===== src/hw/scaler_ctrl_pkg.sv =====
/*
 * Host command codes, coordinate type, reset defaults and
 * debounce/sync constants, plus the decoded host data word
 */
package scaler_ctrl_pkg;

	// Host command codes, low byte of the first word
	localparam logic [7:0] CMD_CFG    = 8'h01;
	localparam logic [7:0] CMD_TIMING = 8'h20;
	localparam logic [7:0] CMD_LED    = 8'h25;
	localparam logic [7:0] CMD_VSET   = 8'h27;
	localparam logic [7:0] CMD_HSET   = 8'h37;

	localparam int COORD_W = 12;
	typedef logic [COORD_W-1:0] coord_t;

	// 1080p until the host says otherwise
	localparam coord_t DEF_WIDTH  = 12'd1920;
	localparam coord_t DEF_HEIGHT = 12'd1080;

	localparam int CFG_CSYNC_BIT = 3;

	// Button sampling
	localparam int DEB_DIV = 5000;
	localparam int DEB_LEN = 8;

	localparam int SYNC_CNT_W = 16;

	// One host data word, read as raw bits, as LED override or as a size
	typedef union packed {
		logic [15:0] raw;
		struct packed {
			logic [7:0] override;
			logic [7:0] state;
		} led;
		struct packed {
			logic       freescale;
			logic [2:0] spare;
			coord_t     size;
		} scale;
	} hps_word_u;

endpackage

===== src/hw/video_cfg_if.sv =====
/*
 * Decoded display configuration, decoder to window calculator
 */
`timescale 1ns/1ps

interface video_cfg_if;
	import scaler_ctrl_pkg::*;

	// Display size from the timing command
	coord_t width;
	coord_t height;

	// Size overrides, zero means none
	coord_t vset;
	coord_t hset;

	logic   freescale;

	modport src (
		output width,
		output height,
		output vset,
		output hset,
		output freescale
	);

	modport dst (
		input width,
		input height,
		input vset,
		input hset,
		input freescale
	);

endinterface


===== src/hw/sys_ctrl_top.sv =====
/*
 * System control top level, plain ports
 */
`timescale 1ns/1ps

module sys_ctrl_top (
	input  logic                    clk_sys,
	input  logic                    resetd,
	input  logic                    i_io_uio,
	input  logic                    i_io_clk,
	input  logic [15:0]             i_io_din,
	output logic                    o_io_ack,
	input  logic                    i_hs_raw,
	input  logic                    i_vs_raw,
	input  scaler_ctrl_pkg::coord_t i_arx,
	input  scaler_ctrl_pkg::coord_t i_ary,
	output logic                    o_hs_fix,
	output logic                    o_vs_fix,
	output logic                    o_sync_out,
	output scaler_ctrl_pkg::coord_t o_hmin,
	output scaler_ctrl_pkg::coord_t o_hmax,
	output scaler_ctrl_pkg::coord_t o_vmin,
	output scaler_ctrl_pkg::coord_t o_vmax,
	input  logic                    i_btn_user,
	input  logic                    i_btn_osd,
	output logic                    o_btn_user,
	output logic                    o_btn_osd,
	input  logic                    i_led_user,
	input  logic [1:0]              i_led_power,
	input  logic [1:0]              i_led_disk,
	output logic [7:0]              o_led
);

	logic [7:0] led_override;
	logic [7:0] led_state;
	logic       csync_en;

	video_cfg_if cfg_bus ();

	hps_cmd_decoder u_decoder (
		.clk_sys        (clk_sys),
		.resetd         (resetd),
		.i_io_uio       (i_io_uio),
		.i_io_clk       (i_io_clk),
		.i_io_din       (i_io_din),
		.o_io_ack       (o_io_ack),
		.cfg            (cfg_bus.src),
		.o_led_override (led_override),
		.o_led_state    (led_state),
		.o_csync_en     (csync_en)
	);

	scaler_window u_window (
		.clk_sys (clk_sys),
		.resetd  (resetd),
		.cfg     (cfg_bus.dst),
		.i_arx   (i_arx),
		.i_ary   (i_ary),
		.o_hmin  (o_hmin),
		.o_hmax  (o_hmax),
		.o_vmin  (o_vmin),
		.o_vmax  (o_vmax)
	);

	// Core sync normalised before anything else looks at it
	sync_polarity u_sync_h (
		.clk_sys (clk_sys),
		.resetd  (resetd),
		.i_sync  (i_hs_raw),
		.o_sync  (o_hs_fix)
	);

	sync_polarity u_sync_v (
		.clk_sys (clk_sys),
		.resetd  (resetd),
		.i_sync  (i_vs_raw),
		.o_sync  (o_vs_fix)
	);

	composite_sync u_csync (
		.clk_sys    (clk_sys),
		.resetd     (resetd),
		.i_hsync    (o_hs_fix),
		.i_vsync    (o_vs_fix),
		.i_csync_en (csync_en),
		.o_sync_out (o_sync_out)
	);

	panel_io u_panel (
		.clk_sys        (clk_sys),
		.resetd         (resetd),
		.i_btn_user     (i_btn_user),
		.i_btn_osd      (i_btn_osd),
		.o_btn_user     (o_btn_user),
		.o_btn_osd      (o_btn_osd),
		.i_led_user     (i_led_user),
		.i_led_power    (i_led_power),
		.i_led_disk     (i_led_disk),
		.i_led_override (led_override),
		.i_led_state    (led_state),
		.o_led          (o_led)
	);

endmodule


===== src/hw/panel_io.sv =====
/*
 * Front panel buttons with debounce, board LEDs with host override
 */
`timescale 1ns/1ps

module panel_io (
	input  logic       clk_sys,
	input  logic       resetd,
	input  logic       i_btn_user,
	input  logic       i_btn_osd,
	output logic       o_btn_user,
	output logic       o_btn_osd,
	input  logic       i_led_user,
	input  logic [1:0] i_led_power,
	input  logic [1:0] i_led_disk,
	input  logic [7:0] i_led_override,
	input  logic [7:0] i_led_state,
	output logic [7:0] o_led
);
	import scaler_ctrl_pkg::*;

	logic [$clog2(DEB_DIV)-1:0] div;
	logic [DEB_LEN-1:0]         deb_user;
	logic [DEB_LEN-1:0]         deb_osd;
	logic [7:0]                 led_dflt;

	//////////////////////////////
	// Debounce
	//////////////////////////////

	always_ff @(posedge clk_sys) begin
		if (resetd) begin
			div        <= '0;
			deb_user   <= '0;
			deb_osd    <= '0;
			o_btn_user <= 1'b0;
			o_btn_osd  <= 1'b0;
		end else begin
			div <= (div == DEB_DIV - 1) ? '0 : div + 1'b1;
			if (div == '0) begin
				deb_user <= {deb_user[DEB_LEN-2:0], i_btn_user};
				deb_osd  <= {deb_osd[DEB_LEN-2:0], i_btn_osd};
				// Change only on a full history of equal samples
				if (&deb_user)
					o_btn_user <= 1'b1;
				if (~|deb_user)
					o_btn_user <= 1'b0;
				if (&deb_osd)
					o_btn_osd <= 1'b1;
				if (~|deb_osd)
					o_btn_osd <= 1'b0;
			end
		end
	end

	// Power LED is lit by default unless the core drives it
	assign led_dflt = {3'b000, i_led_power[1] ? i_led_power[0] : 1'b1,
		1'b0, i_led_disk[0], 1'b0, i_led_user};

	assign o_led = (i_led_override & i_led_state) | (~i_led_override & led_dflt);

endmodule


===== src/hw/composite_sync.sv =====
/*
 * Composite sync with serrations during vsync, and the output select
 */
`timescale 1ns/1ps

module composite_sync (
	input  logic clk_sys,
	input  logic resetd,
	input  logic i_hsync,
	input  logic i_vsync,
	input  logic i_csync_en,
	output logic o_sync_out
);
	import scaler_ctrl_pkg::*;

	logic                  prev_hs;
	logic [SYNC_CNT_W-1:0] h_cnt;
	logic [SYNC_CNT_W-1:0] line_len;
	logic [SYNC_CNT_W-1:0] hs_len;
	logic                  in_tail;
	logic                  comp_next;

	// Last hsync-length stretch of the line, where the serration sits
	always_comb begin
		in_tail   = ({1'b0, h_cnt} + {1'b0, hs_len}) >= {1'b0, line_len};
		comp_next = i_vsync ? ~in_tail : i_hsync;
	end

	always_ff @(posedge clk_sys) begin
		if (resetd) begin
			prev_hs    <= 1'b0;
			h_cnt      <= '0;
			line_len   <= '0;
			hs_len     <= '0;
			o_sync_out <= 1'b0;
		end else begin
			prev_hs <= i_hsync;
			// Line counter restarts on each hsync rise
			if (i_hsync & ~prev_hs) begin
				h_cnt    <= '0;
				line_len <= h_cnt + 1'b1;
			end else if (~&h_cnt) begin
				h_cnt <= h_cnt + 1'b1;
			end
			if (~i_hsync & prev_hs)
				hs_len <= h_cnt;
			o_sync_out <= i_csync_en ? comp_next : i_hsync;
		end
	end

endmodule


===== src/hw/sync_polarity.sv =====
/*
 * Sync polarity fixer, output always active high
 */
`timescale 1ns/1ps

module sync_polarity (
	input  logic clk_sys,
	input  logic resetd,
	input  logic i_sync,
	output logic o_sync
);
	import scaler_ctrl_pkg::*;

	logic                  s1;
	logic                  s2;
	logic [SYNC_CNT_W-1:0] cnt;
	logic [SYNC_CNT_W-1:0] hi_len;
	logic [SYNC_CNT_W-1:0] lo_len;
	logic                  pol;

	always_ff @(posedge clk_sys) begin
		if (resetd) begin
			s1     <= 1'b0;
			s2     <= 1'b0;
			cnt    <= '0;
			hi_len <= '0;
			lo_len <= '0;
			pol    <= 1'b0;
		end else begin
			s1 <= i_sync;
			s2 <= s1;
			// Phase length, saturating
			if (s1 != s2)
				cnt <= '0;
			else if (~&cnt)
				cnt <= cnt + 1'b1;
			if (s1 & ~s2)
				lo_len <= cnt;
			if (~s1 & s2)
				hi_len <= cnt;
			// Longer high phase means the pulse is the low part
			pol <= hi_len > lo_len;
		end
	end

	assign o_sync = i_sync ^ pol;

endmodule


===== src/hw/scaler_window.sv =====
/*
 * Centred output window from display size, overrides and aspect ratio
 */
`timescale 1ns/1ps

module scaler_window (
	input  logic                    clk_sys,
	input  logic                    resetd,
	video_cfg_if.dst                cfg,
	input  scaler_ctrl_pkg::coord_t i_arx,
	input  scaler_ctrl_pkg::coord_t i_ary,
	output scaler_ctrl_pkg::coord_t o_hmin,
	output scaler_ctrl_pkg::coord_t o_hmax,
	output scaler_ctrl_pkg::coord_t o_vmin,
	output scaler_ctrl_pkg::coord_t o_vmax
);
	import scaler_ctrl_pkg::*;

	logic [2:0]           step;
	coord_t               eff_w;
	coord_t               eff_h;
	logic [2*COORD_W-1:0] wcalc;
	logic [2*COORD_W-1:0] hcalc;
	coord_t               eff_w_s;
	coord_t               eff_h_s;
	coord_t               width_s;
	coord_t               height_s;
	coord_t               videow;
	coord_t               videoh;

	// Override applies only when set and smaller than the display
	always_comb begin
		eff_h = (cfg.vset != '0 && cfg.vset < cfg.height) ? cfg.vset : cfg.height;
		eff_w = (cfg.hset != '0 && cfg.hset < cfg.width) ? cfg.hset : cfg.width;
	end

	//////////////////////////////
	// Free running 8 step loop
	//////////////////////////////

	always_ff @(posedge clk_sys) begin
		if (resetd) begin
			step   <= 3'd0;
			o_hmin <= '0;
			o_hmax <= DEF_WIDTH - 1'b1;
			o_vmin <= '0;
			o_vmax <= DEF_HEIGHT - 1'b1;
		end else begin
			step <= step + 1'b1;
			case (step)
				3'd0: begin
					// Snapshot sizes so the later steps stay consistent
					eff_w_s  <= eff_w;
					eff_h_s  <= eff_h;
					width_s  <= cfg.width;
					height_s <= cfg.height;
					if (cfg.freescale || i_arx == '0 || i_ary == '0) begin
						wcalc <= eff_w;
						hcalc <= eff_h;
					end else begin
						wcalc <= (eff_h * i_arx) / i_ary;
						hcalc <= (eff_w * i_ary) / i_arx;
					end
				end
				// Divider result has settled well before here
				3'd6: begin
					videow <= (wcalc > eff_w_s) ? eff_w_s : wcalc[COORD_W-1:0];
					videoh <= (hcalc > eff_h_s) ? eff_h_s : hcalc[COORD_W-1:0];
				end
				3'd7: begin
					o_hmin <= (width_s - videow) >> 1;
					o_hmax <= ((width_s - videow) >> 1) + videow - 1'b1;
					o_vmin <= (height_s - videoh) >> 1;
					o_vmax <= ((height_s - videoh) >> 1) + videoh - 1'b1;
				end
				default: ;
			endcase
		end
	end

endmodule


===== src/hw/hps_cmd_decoder.sv =====
/*
 * Host I/O strobe detection, command/data word sequencing
 * and the display, LED and sync configuration registers
 */
`timescale 1ns/1ps

module hps_cmd_decoder (
	input  logic        clk_sys,
	input  logic        resetd,
	input  logic        i_io_uio,
	input  logic        i_io_clk,
	input  logic [15:0] i_io_din,
	output logic        o_io_ack,
	video_cfg_if.src    cfg,
	output logic [7:0]  o_led_override,
	output logic [7:0]  o_led_state,
	output logic        o_csync_en
);
	import scaler_ctrl_pkg::*;

	logic        io_clk_d1;
	logic        io_clk_d2;
	logic        uio_d1;
	logic [15:0] din_d1;
	logic        strobe;
	hps_word_u   word;

	logic        has_cmd;
	logic [7:0]  cmd;
	logic [3:0]  cnt;

	//////////////////////////////
	// Host clock sampling
	//////////////////////////////

	// Level and data are sampled together with the host clock
	always_ff @(posedge clk_sys) begin
		io_clk_d1 <= i_io_clk;
		io_clk_d2 <= io_clk_d1;
		uio_d1    <= i_io_uio;
		din_d1    <= i_io_din;
	end

	assign strobe   = io_clk_d1 & ~io_clk_d2;
	assign o_io_ack = io_clk_d2;
	assign word.raw = din_d1;

	//////////////////////////////
	// Command sequencing
	//////////////////////////////

	always_ff @(posedge clk_sys) begin
		if (resetd) begin
			has_cmd        <= 1'b0;
			cmd            <= 8'd0;
			cnt            <= 4'd0;
			cfg.width      <= DEF_WIDTH;
			cfg.height     <= DEF_HEIGHT;
			cfg.vset       <= '0;
			cfg.hset       <= '0;
			cfg.freescale  <= 1'b0;
			o_led_override <= 8'd0;
			o_led_state    <= 8'd0;
			o_csync_en     <= 1'b0;
		end else if (!uio_d1) begin
			has_cmd <= 1'b0;
			cmd     <= 8'd0;
		end else if (strobe) begin
			if (!has_cmd) begin
				// First word of a transfer is the command
				has_cmd <= 1'b1;
				cmd     <= word.raw[7:0];
				cnt     <= 4'd0;
			end else begin
				case (cmd)
					CMD_CFG: o_csync_en <= word.raw[CFG_CSYNC_BIT];
					CMD_TIMING: begin
						// Porch and sync words go past unused
						if (cnt < 4'd8) begin
							cnt <= cnt + 1'b1;
							if (cnt == 4'd0)
								cfg.width <= word.scale.size;
							if (cnt == 4'd4)
								cfg.height <= word.scale.size;
						end
					end
					CMD_LED: begin
						o_led_override <= word.led.override;
						o_led_state    <= word.led.state;
					end
					CMD_VSET: cfg.vset <= word.scale.size;
					CMD_HSET: begin
						cfg.freescale <= word.scale.freescale;
						cfg.hset      <= word.scale.size;
					end
					default: ;
				endcase
			end
		end
	end

endmodule


===== config.mk =====
export PLATFORM = sky130hd
export DESIGN_NAME = sys_ctrl_top
export DESIGN_NICKNAME = d
export VERILOG_FILES = /design/src/hw/scaler_ctrl_pkg.sv /design/src/hw/video_cfg_if.sv /design/src/hw/sys_ctrl_top.sv /design/src/hw/panel_io.sv /design/src/hw/composite_sync.sv /design/src/hw/sync_polarity.sv /design/src/hw/scaler_window.sv /design/src/hw/hps_cmd_decoder.sv
export SDC_FILE = /design/constraint.sdc
export NUM_CORES = 2
export LEC_CHECK = 0
export BUFFER_PORTS_ARGS = -buffer_cell sky130_fd_sc_hd__buf_2
export CAP_MARGIN = 20
export CORE_UTILIZATION = 60
export CTS_BUF_LIST = sky130_fd_sc_hd__clkbuf_8
export DETAILED_ROUTE_END_ITERATION = 10
export PLACE_DENSITY = 0.8
export SLEW_MARGIN = 5
export SYNTH_ARGS = -nofsm -noshare
export SYNTH_HDL_FRONTEND = slang
export SYNTH_HIERARCHICAL = 1
export SYNTH_SLANG_ARGS = --single-unit

===== constraint.sdc =====
create_clock -name clk_sys -period 74.7 [get_ports clk_sys]
set_clock_uncertainty 0.2 [all_clocks]
set_input_delay 14.94 -clock clk_sys [delete_from_list [all_inputs] [get_ports clk_sys]]
set_output_delay 14.94 -clock clk_sys [all_outputs]
set_load 0.05 [all_outputs]

### Word-level counts from Yosys, hierarchy flattened

Cells that the tools add are included.

| storage, ports and cells | value |
|---|---|
| bits in registers | 450 |
| output and inout bits | 62 |
| input bits | 53 |

| cells by class | value |
|---|---|
| $add $sub $neg | 13 |
| $lt $le $gt $ge | 8 |
| reductions and logical operators | 35 |
| eq/ne operators | 15 |
| bitwise gates (word level) | 24 |
| $mul | 2 |
| muxes and demuxes | 16 |
| div/mod/pow operators | 2 |

Operators with widths:

| cell | number |
|---|---|
| $mux 12 | 6 |
| $add 16x1->16 const B | 3 |
| $div 24x12->24 | 2 |
| $gt 24x12->1 | 2 |
| $mul 12x12->24 | 2 |
| $reduce_and 16->1 | 3 |
| $eq 8x6->1 const B | 4 |
| $gt 16x16->1 | 2 |
| $add 11x12->12 | 2 |
| $logic_not 12->1 | 2 |
| $lt 12x12->1 | 2 |
| $reduce_bool 12->1 | 2 |
| $sub 12x1->12 const B | 2 |
| $sub 12x12->12 | 2 |
| $reduce_and 4->1 | 5 |
| $add 16x16->17 | 1 |
| $ge 17x16->1 | 1 |
| $reduce_and 8->1 | 2 |
| $reduce_or 8->1 | 2 |
| $add 13x1->13 const B | 1 |
| $eq 13x13->1 const B | 1 |
| $logic_not 13->1 | 1 |
| $mux 4 | 3 |
| $reduce_and 6->1 | 2 |
| 23 further kinds | 60 |

### Depth between registers and ports, before layout

| logic depth | value |
|---|---|
| depth after elaboration | 6 |
| gate-level depth with buffers | 334 |
| mapped depth without buffers | 307 |

### Modules after synthesis

The synthesis kept the hierarchy.

Modules (own cells, without submodules):

| module | area an instance (um^2) | instances | sequential area each (um^2) | cells each |
|---|---|---|---|---|
| scaler_window | 44,117.3 | 1 | 4,584.4 | 5,694 |
| sync_polarity | 2,558.7 | 2 | 1,021.0 | 283 |
| hps_cmd_decoder | 3,560.9 | 1 | 1,961.9 | 348 |
| composite_sync | 3,016.6 | 1 | 1,001.0 | 350 |
| panel_io | 1,375.1 | 1 | 620.6 | 149 |

### Least setup slack after synthesis

No wires, ideal clock.

| timing path | value |
|---|---|
| path kind | input -> register |
| from | input i_ary[11] |
| to | register u_window.hcalc[0] (data pin) |
| slack | -2,796 ps |
| cell stages on the path | 297 |
| buffers on the path | 27 |
| data arrival time | 77,020 ps |
| cells stage by stage | clkbuf_1 -> clkbuf_1 -> and2_1 -> fa_1 -> fa_1 -> fa_1 -> fa_1 -> inv_1 -> fa_1 -> inv_1 -> ha_1 -> clkbuf_1 -> a21oi_1 -> o21ai_0 -> a31o_2 -> nor2_1 -> a21oi_1 -> xor2_1 -> (+261 left out) -> nor2_4 -> buf_6 -> mux2_1 -> ha_1 -> a21oi_1 -> nor2b_1 -> o21ai_0 -> nand2b_1 -> a21oi_1 -> nor2b_1 -> o21ai_0 -> nand2b_1 -> a21oi_1 -> nor2_1 -> a2111oi_0 -> o311ai_0 -> nor4_1 -> a32oi_1 |

| on the way | value |
|---|---|
| cells in the longest elaborated chain, start to end | 3 |
| elaborated cells between the ends (all ways) | 5 |

Ends and longest elaborated chain:

| item | line | source |
|---|---|---|
| start, declared | sys_ctrl_top.sv:16 | `input scaler_ctrl_pkg::coord_t i_ary,` |
| $mul 12x12->24 or $logic_not 12->1 (tied branches) | scaler_window.sv:62, scaler_window.sv:57 |  |
| $div 24x12->24 or $logic_or 1x1->1 (tied branches) | scaler_window.sv:62, scaler_window.sv:57 |  |
| $mux 12 (*) | scaler_window.sv:57 | `if (cfg.freescale \|\| i_arx == '0 \|\| i_ary == '0) begin` |
| end signal, assigned | scaler_window.sv:59 | `hcalc <= eff_h;` |
| end signal, assigned | scaler_window.sv:62 | `hcalc <= (eff_w * i_ary) / i_arx;` |
| end, declared | scaler_window.sv:23 | `logic [2*COORD_W-1:0] hcalc;` |

Every way passes the cells marked *; elsewhere a longest branch is shown, timed or not.
A chain may end at the register's enable or synchronous reset.

### Final worst setup path

| timing path | value |
|---|---|
| from | input i_arx[6] |
| to | register u_window.wcalc[0] (data pin) |

| on the way | value |
|---|---|
| cells in the longest elaborated chain, start to end | 4 |
| elaborated cells between the ends (all ways) | 6 |

Ends and longest elaborated chain:

| item | line | source |
|---|---|---|
| start, declared | sys_ctrl_top.sv:15 | `input scaler_ctrl_pkg::coord_t i_arx,` |
| branches (longest 3 deep; another with $mul 12x12->24) | n/a |  |
| $mux 12 (*) | scaler_window.sv:57 |  |
| end signal, assigned | scaler_window.sv:58 | `wcalc <= eff_w;` |
| end signal, assigned | scaler_window.sv:61 | `wcalc <= (eff_h * i_arx) / i_ary;` |
| end, declared | scaler_window.sv:22 | `logic [2*COORD_W-1:0] wcalc;` |

Mark *: on every way between the ends.

==> metrics.cfg <==
[min_path]
whs_path_depth = 0
hp-class = reg -> reg
holdPathEnd = u_decoder/o_io_ack
hp-start = u_decoder/io_clk_d1

[synthesis]
synthAdderAreaFrac = 0.2382
syn_area_per_cell_um2 = 8.047
yosys_register_bits = 450
synth_top_family_by_area = adder cells
yosysSeqAreaShare = 0.1785
synth_compound_area_frac = 0.2121
muxShareOfSynthArea = 0.05592
ys_warn_count = 6
async_reset_ff_frac = 0
synthFlopType = dfxtp_1
yosys-top-cells-area = ha_1, dfxtp_1, fa_1
synthXorXnorAreaFrac = 0.04575
ys_types = 139
synthTopCellsByCount = ha_1, nand2_1, nor2_1
synth_top_area_frac = 0.1663
synth.most_common_cell = ha_1
syn_area_um2 = 57190
synth_top_area_cell = ha_1
synthCells = 7107
synth-simple-area-share = 0.2131
synth_edf_count = 120

[floorplan]
coreArea_um2 = 93890
die_area_um2 = 96550
io_pins = 115
initial_core_util = 0.6091
die_x_um = 310.7
die_y_um = 310.7
rows = 112

[timing]
slew_headroom = 0.2180
finalHoldViolCount = 0
finalSetupViolCount = 0
timing_worst_slew_pin_value_ns = 1.162
fin_crit_ns = 72.17
maxClockFrequency_mhz = 13.86
slew_violations = 0
finalCritPeriodShare = 0.9661

[detailed_routing]
first_iter_violations = 4060
drc = 0
dr.pass1.iters = 6
vias = 54790
ant_nets = 0
wl_per_cell_um = 18.10
drt_wl_total_um = 161800
via_per_inst = 6.127

[setup_path]
crit_fanout = 12
arrival_ns = 72.41
cp_common_cell = o21a_1
cp_top_family = compound AO/OA/AOI/OAI gates
rr_endpoint = u_window/wcalc[0]
cp_num_buf_inv = 16
critPathKind = in -> reg
crit_path_end_kind = flop
r2r_start = u_decoder/cfg.height[5]
slowest_delay_ns = 0.57
crit_required_ns = 74.94
start_kind = input pin
cp_slowest_cell = or4b_4
rrSetupSlack_ns = 13.43
ff2ff_path_depth = 298

[grt]
grt_usage = 0.3190
overflow = 0
antenna_found_initial = 8
grt_pass1_wl_um = 259000
grt_max_degree = 106
grt_pass1_vias = 52880

[clocking]
cts.clk_slew.worst_paths_ns = 0.07
clk_latency_ns = 0.70
cts_buffers = 75
holdBufCountCts = 0
cts-htree-levels = 3
cts_tree = done
clk_root_buffer_cell = clkbuf_8
cts_buffer_depth = 3
numClockSinks = 450

[cells_and_area]
fin_util = 0.6995
synthToLayoutAreaGrowth_pct = 14.84
drive_gt1_frac = 0.1713
nFillCells = 7340
final_cell_count_no_fill = 8943
fin_nets = 8643

[placed_design]
dp_cells = 8728
port_buffers = 111
dp_hpwl_um = 124900
place.gp.congestion = 0.9458

[run_status]
outcome = completed

[job]
drv_cap = 0

-- flip-flops by register name (all words and copies together), names as in the netlist, 13 cells and up --
signal	cells
u_csync/line_len	16
u_window/hcalc	24
u_sync_v/hi_len	16
u_sync_h/hi_len	16
u_csync/h_cnt	16
u_panel/div	13
u_sync_v/cnt	16
u_decoder/din_d1	16
u_sync_h/lo_len	16
u_sync_v/lo_len	16
u_sync_h/cnt	16
u_window/wcalc	24
u_csync/hs_len	16
-- placed cells by master, fill, tap and decap left out, types with 41 or more instances in the layout --
cell | Yosys | final
ha_1 | 760 | 742
nand2_1 | 712 | 699
nor2_1 | 659 | 641
inv_1 | 571 | 599
buf_4 | 6 | 560
a21oi_1 | 410 | 361
dfxtp_1 | 330 | 330
nor3_1 | 270 | 260
o21a_1 | 250 | 244
o21ai_0 | 275 | 223
fa_1 | 205 | 205
mux2i_1 | 193 | 188
xnor2_1 | 181 | 181
a21o_1 | 141 | 141
edfxtp_1 | 120 | 120
nand3_1 | 120 | 116
xor2_1 | 115 | 115
nand2b_1 | 106 | 106
and2_1 | 102 | 101
o31ai_1 | 105 | 99
buf_2 | 32 | 95
mux2_2 | 92 | 91
clkbuf_8 | 0 | 89
nand4_1 | 89 | 89
nor2b_1 | 80 | 76
or2_2 | 74 | 72
o21ai_1 | 40 | 68
o211ai_1 | 60 | 60
a21oi_2 | 10 | 56
nor4_1 | 56 | 53
or3_1 | 46 | 45
a211oi_1 | 55 | 44
a31oi_1 | 44 | 43
and3_1 | 44 | 41
-- stage by stage --
stage | area, um2 | hold slack [ns] | setup WS (ns) | TNS [ns]
after global placement | 62240 | 0.1702 | -0.04525 | -0.04525
after detailed placement | 62270 | 0.1717 | -1.323 | -1.841
after CTS | 63990 | 0.1846 | 0.09491 | 0
after floorplan | 57410 | 0.1552 | -0.03690 | -0.03690
after global routing | 65680 | 0.1925 | -0.4016 | -0.7720
final | 65680 | 0.1810 | 2.531 | 0
-- worst register-to-register path: cells and delay by family (launching register included) --
kind,cells,cell delay (ns)
AO/OA/AOI/OAI,172,33.51
XOR/XNOR,2,0.25
adder cells (fa/ha/maj),31,10.35
buffers and inverters,16,2.70
flip-flops,1,0.36
multiplexers,8,2.34
AND/OR/NAND/NOR,69,11.34
-- per-layer routing --
metal / GRT usage / vias to the layer above / share of wire
met3: 0.04525 / 431 / 0.067
met5: 0 / - / 0.00025
met1: 0.3985 / 25990 / 0.42
met4: 0.1385 / 6 / 0.046
li1: - / 26550 / -
met2: 0.5461 / 1816 / 0.47
-- worst max path at each step --
| stage | startpoint | endpoint | slack, ns | cells after the start |
|---|---|---|---|---|
| 2_1_floorplan | i_ary[11] | u_window/hcalc[0] | -0.04 | 299 |
| 3_3_place_gp | i_arx[8] | u_window/wcalc[0] | -0.05 | 293 |
| 3_5_place_dp | i_arx[8] | u_window/wcalc[0] | -1.32 | 294 |
| 4_1_cts | i_arx[8] | u_window/wcalc[0] | 0.09 | 292 |
| 5_1_grt | i_arx[8] | u_window/wcalc[0] | -0.40 | 297 |
| 6_report | i_arx[6] | u_window/wcalc[0] | 2.53 | 289 |
-- cells by family after synthesis --
group,count (synthesis)
simple gates,2495
mux,303
other cells,1
xor+xnor,297
flops,450
compound gates,1774
buf+inv,821
fa+ha+maj,966
-- final cells by class --
| class | instances | area, um2 | area share |
|---|---|---|---|
| Multi-Input combinational cell | 5838 | 45140 | 0.6873 |
| Sequential cell | 450 | 10210 | 0.1555 |
| Timing Repair Buffer | 682 | 4969 | 0.07565 |
| Inverter | 578 | 2170 | 0.03303 |
| Tap cell | 1254 | 1569 | 0.02389 |
| Clock buffer | 89 | 1225 | 0.01865 |
| Clock inverter | 47 | 385.4 | 0.005868 |
| Antenna cell | 5 | 12.51 | 0.0001905 |
-- repair_timing --
item,CTS,global route
setup buffers,2,69
setup endpoints to repair,2,4
endpoints found under the hold margin,0,0
gates resized for setup,19,295
cloned,0,2
pin swaps,3,102
Power is left out: the tool's default activity adds up to more than one toggle a clock period on the data nets, which glitch-free logic cannot reach.
